### src/lsu_defs.svh
// LSU shared definitions

`ifndef LSU_DEFS_SVH
`define LSU_DEFS_SVH

// Number of load/store ports sharing the data memory.
`define LSU_PORT_NUM 2

// Physical address width in bits.
`define PADDR_W 32

// Data word width in bits.
`define XLEN 32

// Word index width into the data memory, 64 words.
`define DMEM_IDX_W 6

`endif

### src/lsu_pkg.sv
// LSU types package

`include "lsu_defs.svh"

package lsu_pkg;

  // Request operation carried by each port.
  typedef enum logic [1:0] {
    OP_LOAD  = 2'b00,  // Plain word load.
    OP_STORE = 2'b01,  // Plain word store.
    OP_LR    = 2'b10,  // Load-reserved.
    OP_SC    = 2'b11   // Store-conditional.
  } lsu_op_e;

  // Word-aligned address split for the memory path.
  typedef struct packed {
    logic [`PADDR_W-`DMEM_IDX_W-3:0] tag;     // Upper bits, ignored by the memory.
    logic [`DMEM_IDX_W-1:0]          idx;     // Word index.
    logic [1:0]                      offset;  // Byte offset within the word.
  } paddr_fields_t;

  // Physical address, viewed whole or as fields.
  typedef union packed {
    logic [`PADDR_W-1:0] raw;     // Used for reservation compare.
    paddr_fields_t       fields;  // Used for memory indexing.
  } paddr_u;

endpackage

### src/bit_oh_or.sv
// One-hot OR selector

`timescale 1ns/100ps

module bit_oh_or
  import lsu_pkg::*;
#(
  parameter type T     = paddr_u,
  parameter int  WORDS = 2
) (
  input  logic [WORDS-1:0] i_oh,
  input  T                 i_data [WORDS],
  output T                 o_selected
);

  logic [$bits(T)-1:0] w_acc;

  // OR of all words whose select bit is set, no priority chain.
  always_comb begin
    w_acc = '0;
    for (int i = 0; i < WORDS; i++) begin
      if (i_oh[i]) begin
        w_acc = w_acc | i_data[i];
      end
    end
  end

  assign o_selected = T'(w_acc);

  // More than one select bit would merge two words.
  always_comb begin
    assert ($isunknown(i_oh) || $onehot0(i_oh))
      else $error("bit_oh_or: select is not one-hot");
  end

endmodule

### src/lsu_lrsc.sv
// LR/SC reservation unit

`timescale 1ns/100ps
`include "lsu_defs.svh"

module lsu_lrsc
  import lsu_pkg::*;
(
  input  logic                     i_clk,
  input  logic                     i_reset_n,
  input  logic [`LSU_PORT_NUM-1:0] i_lr_valid,
  input  logic [`LSU_PORT_NUM-1:0] i_sc_valid,
  input  paddr_u                   i_paddr [`LSU_PORT_NUM],
  output logic                     o_sc_success
);

  logic                r_resv_valid;  // Reservation held.
  logic [`PADDR_W-1:0] r_resv_addr;   // Reserved address, raw view.

  paddr_u w_lr_paddr_sel;
  paddr_u w_sc_paddr_sel;

  bit_oh_or #(
    .T     (paddr_u),
    .WORDS (`LSU_PORT_NUM)
  ) u_lr_addr_sel (
    .i_oh       (i_lr_valid),
    .i_data     (i_paddr),
    .o_selected (w_lr_paddr_sel)
  );

  bit_oh_or #(
    .T     (paddr_u),
    .WORDS (`LSU_PORT_NUM)
  ) u_sc_addr_sel (
    .i_oh       (i_sc_valid),
    .i_data     (i_paddr),
    .o_selected (w_sc_paddr_sel)
  );

  // LR sets the reservation, any SC drops it. LR wins.
  always_ff @(posedge i_clk or negedge i_reset_n) begin
    if (!i_reset_n) begin
      r_resv_valid <= 1'b0;
      r_resv_addr  <= '0;
    end else if (|i_lr_valid) begin
      r_resv_valid <= 1'b1;
      r_resv_addr  <= w_lr_paddr_sel.raw;
    end else if (|i_sc_valid) begin
      r_resv_valid <= 1'b0;
    end
  end

  assign o_sc_success = r_resv_valid & (r_resv_addr == w_sc_paddr_sel.raw);  // Same cycle.

  // Only one port may touch the reservation per cycle.
  a_one_lrsc : assert property (@(posedge i_clk) disable iff (!i_reset_n)
    $onehot0({i_lr_valid, i_sc_valid}))
    else $error("lsu_lrsc: more than one LR/SC in a cycle");

  // An LR always leaves a live reservation behind.
  a_lr_sets : assert property (@(posedge i_clk) disable iff (!i_reset_n)
    (|i_lr_valid) |=> r_resv_valid)
    else $error("lsu_lrsc: reservation not set after LR");

endmodule

### src/lsu_port.sv
// LSU port request and response stage

`timescale 1ns/100ps
`include "lsu_defs.svh"

module lsu_port
  import lsu_pkg::*;
(
  input  logic                   i_clk,
  input  logic                   i_reset_n,

  // Request side.
  input  logic                   i_req_valid,
  input  lsu_op_e                i_req_op,
  input  paddr_u                 i_req_addr,
  input  logic [`XLEN-1:0]       i_req_wdata,

  // Reservation unit.
  output logic                   o_lr_valid,
  output logic                   o_sc_valid,
  output paddr_u                 o_paddr,
  input  logic                   i_sc_success,

  // Memory read.
  output logic [`DMEM_IDX_W-1:0] o_rd_idx,
  input  logic [`XLEN-1:0]       i_rd_data,

  // Memory write.
  output logic                   o_wr_en,
  output logic [`DMEM_IDX_W-1:0] o_wr_idx,
  output logic [`XLEN-1:0]       o_wr_data,

  // Response side.
  output logic                   o_resp_valid,
  output logic [`XLEN-1:0]       o_resp_data
);

  logic             w_is_store;
  logic             w_is_lr;
  logic             w_is_sc;
  logic [`XLEN-1:0] w_resp_data;

  logic             r_resp_valid;
  logic [`XLEN-1:0] r_resp_data;

  // Operation decode, qualified by the strobe.
  assign w_is_store = i_req_valid & (i_req_op == OP_STORE);
  assign w_is_lr    = i_req_valid & (i_req_op == OP_LR);
  assign w_is_sc    = i_req_valid & (i_req_op == OP_SC);

  // Reservation strobes.
  assign o_lr_valid = w_is_lr;
  assign o_sc_valid = w_is_sc;
  assign o_paddr    = i_req_addr;

  // Memory access uses the field view.
  assign o_rd_idx  = i_req_addr.fields.idx;
  assign o_wr_idx  = i_req_addr.fields.idx;
  assign o_wr_data = i_req_wdata;
  assign o_wr_en   = w_is_store | (w_is_sc & i_sc_success);  // SC writes only on success.

  // Response word before the register.
  always_comb begin
    unique case (i_req_op)
      OP_LOAD,
      OP_LR:    w_resp_data = i_rd_data;                         // Old memory word.
      OP_SC:    w_resp_data = {{(`XLEN-1){1'b0}}, ~i_sc_success};  // 0 on success.
      default:  w_resp_data = '0;                                // Store.
    endcase
  end

  always_ff @(posedge i_clk or negedge i_reset_n) begin
    if (!i_reset_n) begin
      r_resp_valid <= 1'b0;
      r_resp_data  <= '0;
    end else begin
      r_resp_valid <= i_req_valid;
      if (i_req_valid) begin
        r_resp_data <= w_resp_data;  // Hold last response otherwise.
      end
    end
  end

  assign o_resp_valid = r_resp_valid;
  assign o_resp_data  = r_resp_data;

  // Each request gets exactly one response, one cycle later.
  a_resp_latency : assert property (@(posedge i_clk) disable iff (!i_reset_n)
    1'b1 |=> (o_resp_valid == $past(i_req_valid)))
    else $error("lsu_port: response strobe out of step with request");

endmodule

### src/lsu_dmem.sv
// Multi-port data memory

`timescale 1ns/100ps
`include "lsu_defs.svh"

module lsu_dmem (
  input  logic                     i_clk,

  // Combinational read ports.
  input  logic [`DMEM_IDX_W-1:0]   i_rd_idx  [`LSU_PORT_NUM],
  output logic [`XLEN-1:0]         o_rd_data [`LSU_PORT_NUM],

  // One write port per LSU port.
  input  logic [`LSU_PORT_NUM-1:0] i_wr_en,
  input  logic [`DMEM_IDX_W-1:0]   i_wr_idx  [`LSU_PORT_NUM],
  input  logic [`XLEN-1:0]         i_wr_data [`LSU_PORT_NUM]
);

  localparam int DEPTH = 1 << `DMEM_IDX_W;

  logic [`XLEN-1:0] r_mem [DEPTH];  // Word storage.

  // Reads see the contents before this cycle's writes.
  for (genvar p = 0; p < `LSU_PORT_NUM; p++) begin : g_rd
    assign o_rd_data[p] = r_mem[i_rd_idx[p]];
  end

  // Writes go in ascending port order so the highest port wins a collision.
  always_ff @(posedge i_clk) begin
    for (int p = 0; p < `LSU_PORT_NUM; p++) begin
      if (i_wr_en[p]) begin
        r_mem[i_wr_idx[p]] <= i_wr_data[p];
      end
    end
  end

endmodule

### src/lsu_top.sv
// LSU subsystem top

`timescale 1ns/100ps
`include "lsu_defs.svh"

module lsu_top
  import lsu_pkg::*;
(
  input  logic                     i_clk,
  input  logic                     i_reset_n,
  input  logic [`LSU_PORT_NUM-1:0] i_req_valid,
  input  lsu_op_e                  i_req_op    [`LSU_PORT_NUM],
  input  paddr_u                   i_req_addr  [`LSU_PORT_NUM],
  input  logic [`XLEN-1:0]         i_req_wdata [`LSU_PORT_NUM],
  output logic [`LSU_PORT_NUM-1:0] o_resp_valid,
  output logic [`XLEN-1:0]         o_resp_data [`LSU_PORT_NUM]
);

  logic [`LSU_PORT_NUM-1:0] w_lr_valid;
  logic [`LSU_PORT_NUM-1:0] w_sc_valid;
  paddr_u                   w_paddr   [`LSU_PORT_NUM];
  logic                     w_sc_success;  // Shared by all ports.

  logic [`DMEM_IDX_W-1:0]   w_rd_idx  [`LSU_PORT_NUM];
  logic [`XLEN-1:0]         w_rd_data [`LSU_PORT_NUM];
  logic [`LSU_PORT_NUM-1:0] w_wr_en;
  logic [`DMEM_IDX_W-1:0]   w_wr_idx  [`LSU_PORT_NUM];
  logic [`XLEN-1:0]         w_wr_data [`LSU_PORT_NUM];

  for (genvar p = 0; p < `LSU_PORT_NUM; p++) begin : g_port
    lsu_port u_port (
      .i_clk        (i_clk),
      .i_reset_n    (i_reset_n),
      .i_req_valid  (i_req_valid[p]),
      .i_req_op     (i_req_op[p]),
      .i_req_addr   (i_req_addr[p]),
      .i_req_wdata  (i_req_wdata[p]),
      .o_lr_valid   (w_lr_valid[p]),
      .o_sc_valid   (w_sc_valid[p]),
      .o_paddr      (w_paddr[p]),
      .i_sc_success (w_sc_success),
      .o_rd_idx     (w_rd_idx[p]),
      .i_rd_data    (w_rd_data[p]),
      .o_wr_en      (w_wr_en[p]),
      .o_wr_idx     (w_wr_idx[p]),
      .o_wr_data    (w_wr_data[p]),
      .o_resp_valid (o_resp_valid[p]),
      .o_resp_data  (o_resp_data[p])
    );
  end

  lsu_dmem u_dmem (
    .i_clk     (i_clk),
    .i_rd_idx  (w_rd_idx),
    .o_rd_data (w_rd_data),
    .i_wr_en   (w_wr_en),
    .i_wr_idx  (w_wr_idx),
    .i_wr_data (w_wr_data)
  );

  lsu_lrsc u_lrsc (
    .i_clk        (i_clk),
    .i_reset_n    (i_reset_n),
    .i_lr_valid   (w_lr_valid),
    .i_sc_valid   (w_sc_valid),
    .i_paddr      (w_paddr),
    .o_sc_success (w_sc_success)
  );

endmodule

### config.mk
export PLATFORM = sky130hd
export DESIGN_NAME = lsu_top
export DESIGN_NICKNAME = d
export VERILOG_FILES = /design/src/lsu_pkg.sv /design/src/bit_oh_or.sv /design/src/lsu_lrsc.sv /design/src/lsu_port.sv /design/src/lsu_dmem.sv /design/src/lsu_top.sv
export VERILOG_INCLUDE_DIRS = /design/src /design/src/src
export SDC_FILE = /design/constraint.sdc
export NUM_CORES = 2
export LEC_CHECK = 0
export ABC_CLOCK_PERIOD_IN_PS = 5200
export BUFFER_PORTS_ARGS = -buffer_cell sky130_fd_sc_hd__buf_2
export CAP_MARGIN = 20
export CORE_UTILIZATION = 64
export DETAILED_ROUTE_END_ITERATION = 12
export GPL_ROUTABILITY_DRIVEN = 0
export PLACE_DENSITY = 0.79
export SYNTH_ARGS = -nofsm -noshare
export SYNTH_HDL_FRONTEND = slang
export SYNTH_HIERARCHICAL = 1
export SYNTH_SLANG_ARGS = --single-unit
### constraint.sdc
create_clock -name i_clk -period 5.2 [get_ports i_clk]
set_input_delay 0.78 -clock i_clk [delete_from_list [all_inputs] [get_ports i_clk]]
set_output_delay 0.78 -clock i_clk [all_outputs]
set_load 0.01 [all_outputs]
==> impl_results.md <==
- GR Util All Layers: 0.455
- CTS Buf Count: 222
- WS Path Type: primary input to flop
- Mapped Nets: 8118
- Synth Area in XOR/XNOR: 0.00222
- Hold path endpoint: g_port[0].u_port/o_resp_data[0]
- Most frequent cell after synthesis: mux2_2
- FP Rows: 162
- PwrDens: 288 nW/µm²
- # IOs: 202
- Wire length per cell: 42.7 µm
- Largest family of logic cells by synthesized area: multiplexers
- Final setup fails: 0
- Compound-Gate Fraction of Synth Area: 0.0429
- Max cap viols: 0
- RSZ-0062 raised after global routing: false
- CTS root buffer: clkbuf_16
- Synth-to-Final Area Change: 10.8%
- Worst skew pair latency: 910 ps
- Global-route wire length before repair: 635000 µm
- Synth Area per Inst: 15.8 µm²
- CP endpoint kind: flop
- PortBufs: 201
- Die W: 447 µm
- Iteration count of the initial detailed-routing pass: 9
- Fin nets: 7952
- Final Max Slew Viols: 0
- Leakage: 46.4 nW
- Min-delay src: i_req_op[3]
- Max Buffers Root-to-Sink: 3
- Clock Pin Slew Worst Setup and Hold Paths: 60 ps
- CTS tree: done
- Final Hold Vio Count: 0
- Placed instance area: 133000 µm²
- Worst Hold Class: primary input to flop
- Total gr overflow: 0
- Min Tclk post-route: 4620 ps
- Post-synthesis mux area share: 0.376
- Synth top area share: 0.486
- Least-Margin Pin Slew: 1200 ps
- Largest net degree at the start of global routing: 99
- Crit Path Max Fanout: 33
- Register area: 64000 µm²
- CP Launch Type: primary input
- Worst rel slew slack: 0.197
- Post-Route WL: 455000 µm
- Share of cells above drive strength 1: 0.549
- Area occupied by multi-input gates: 57200 µm²
- Die H: 447 µm
- Yosys cell types: 62
- Sequential-to-total area share from yosys stat: 0.506
- Cell taking the most area after synthesis: edfxtp_1
- DRC: 0
- Synth cell count leaders: mux2_2, edfxtp_1, mux4_2, clkbuf_1, buf_4
- Post-synthesis cell area: 126000 µm²
- Worst R2R Path Depth: 13
- 1st-iter DRT viols: 16800
- Mapped Cells: 7982
- Post-synth EDFFs: 2048
- Top post-synthesis cells by area: edfxtp_1, mux2_2, mux4_2
- Via count: 86900
- Post-CTS Repair Setup Buffers: 0
- Via density: 8.15
- # fillers: 12000
- Dpl hpwl: 283000 µm
- Main synth FF type: edfxtp_1
- Fin Hold WS: 191 ps
- VDD IR max: 0.000403 V
- R2r startpoint: u_lrsc/r_resv_addr[23]
- Hold depth: 3
- Max Fclk: 0.216 GHz
- Arrival time at the worst endpoint: 5250 ps
- Post-CTS Resized: 0
- Initial Util: 0.647
- Yosys reg bits: 2147
- Initial antenna violation count: 34
- Die ar.: 199000 µm²
- Required @ worst endpoint: 5830 ps
- Fin Clk Skew: 39.1 ps
- Post-synth ARST share: 0.0461
- Core area: 196000 µm²
- Post-Synth Simple-Gate Area: 0.0223
- H-tree depth: 4
- Status: finished, final reports clean
- Cell area after layout: 140000 µm²
- Reg-to-reg slack, setup: 970 ps
- CTS Sinks: 2147
- Final ANT Viol Nets: 0
- Synth Area in Adders: 0
- Vias in the first global route: 84400
- Crit share post-route: 0.888
- Synth warn: 6
- Worst r2r dst: u_dmem/r_mem[53][25]
## flip-flops by register name (all words and copies together), names as in the netlist
signal and cells:
u_dmem/r_mem 2048, u_lrsc/r_resv_valid 1, u_lrsc/r_resv_addr 32, g_port.u_port/o_resp_valid 2
g_port.u_port/o_resp_data 64
## power breakdown
group          internal, W  switching, W
combinational      0.00206       0.00304
sequential          0.0191     0.0000853
clock              0.00900       0.00707
total               0.0301        0.0102
## timing repair
item,in CTS,in global routing
endpoints found under the setup margin,0,0
hold buffers,1,0
endpoints found under the hold margin,60,0
## layer usage
| metal | track usage | up-vias | share of wire |
|---|---|---|---|
| li1 | - | 32000 | - |
| met5 | 0.00904 | - | 0.00097 |
| met3 | 0.193 | 2011 | 0.18 |
| met1 | 0.578 | 43700 | 0.32 |
| met4 | 0.320 | 36 | 0.087 |
| met2 | 0.627 | 9184 | 0.42 |
## cells by family after synthesis
group / count (synthesis)
and+or+nand+nor: 523
AOI/OAI and AO/OA: 774
muxes: 3225
xor gates and xnor gates: 32
buffers and inverters: 1281
DFF: 2147
## metrics by stage
step	setup slack [ps]	util	TNS, ps	total power, W	instances
after floorplan	-698	-	-371830	0.0226	7982
after global placement	-164	0.679	-53930	0.0243	10200
after detailed placement	3.60	0.679	0	0.0244	10200
after CTS	914	0.716	0	0.0401	10600
after global routing	621	0.716	0	0.0410	10600
final	580	0.716	0	0.0403	10700
## critical path: stages
cell and delay [ps]:
buf_2 180, and3_1 200, buf_4 350, a22o_1 210, xor2_1 80, nor4_1 380
nand4_1 210, nor3_2 360, inv_1 70, a21oi_1 690, buf_4 250, nand2_1 120
or2_1 290, buf_4 210, nor2_4 170, buf_12 240, mux2_2 380
## cell type report
class	instances	share of cell area
Multi-Input combinational cell	4554	0.408
Sequential cell	2147	0.457
Timing Repair Buffer	825	0.0586
Inverter	66	0.00177
Clock buffer	269	0.0419
Clock inverter	145	0.00905
Antenna cell	30	0.000536
Tap cell	2624	0.0234
## layout by cell type (no fill, tap or decap), types with 30 or more instances in the layout
master / Yosys / routed
mux2_2: 2085 / 2085
edfxtp_1: 2048 / 2048
mux4_2: 1006 / 1006
buf_4: 235 / 431
clkbuf_16: 0 / 226
buf_12: 0 / 194
buf_2: 176 / 191
o22ai_1: 183 / 167
a22o_1: 107 / 107
dfrtp_1: 99 / 99
nand2_1: 131 / 87
mux2i_1: 85 / 85
nand3b_1: 77 / 77
a221oi_1: 77 / 77
o21ai_1: 76 / 76
inv_1: 65 / 65
a21oi_1: 64 / 64
clkinv_1: 0 / 62
nor2_1: 78 / 57
o221ai_1: 54 / 54
mux2_1: 49 / 49
a22oi_1: 48 / 48
nor2b_1: 55 / 47
nand2_2: 0 / 44
o21ai_4: 0 / 44
clkinv_2: 0 / 40
nand3_1: 38 / 38
clkbuf_1: 581 / 37
a211oi_1: 34 / 34
xor2_1: 31 / 31
diode_2: 0 / 30
## how the worst max path moves through the flow
stage / start / endpoint / slack, ps
after floorplan: i_req_valid[0] / u_dmem/r_mem[1][0] / -700
after global placement: i_req_op[1] / u_dmem/r_mem[53][20] / -160
after detailed placement: i_req_op[1] / u_dmem/r_mem[29][30] / 4
after CTS: i_req_op[1] / u_dmem/r_mem[30][6] / 910
after global routing: i_req_op[1] / u_dmem/r_mem[30][10] / 620
final: i_req_op[1] / u_dmem/r_mem[53][25] / 580
(Power assumes the default switching activity.)
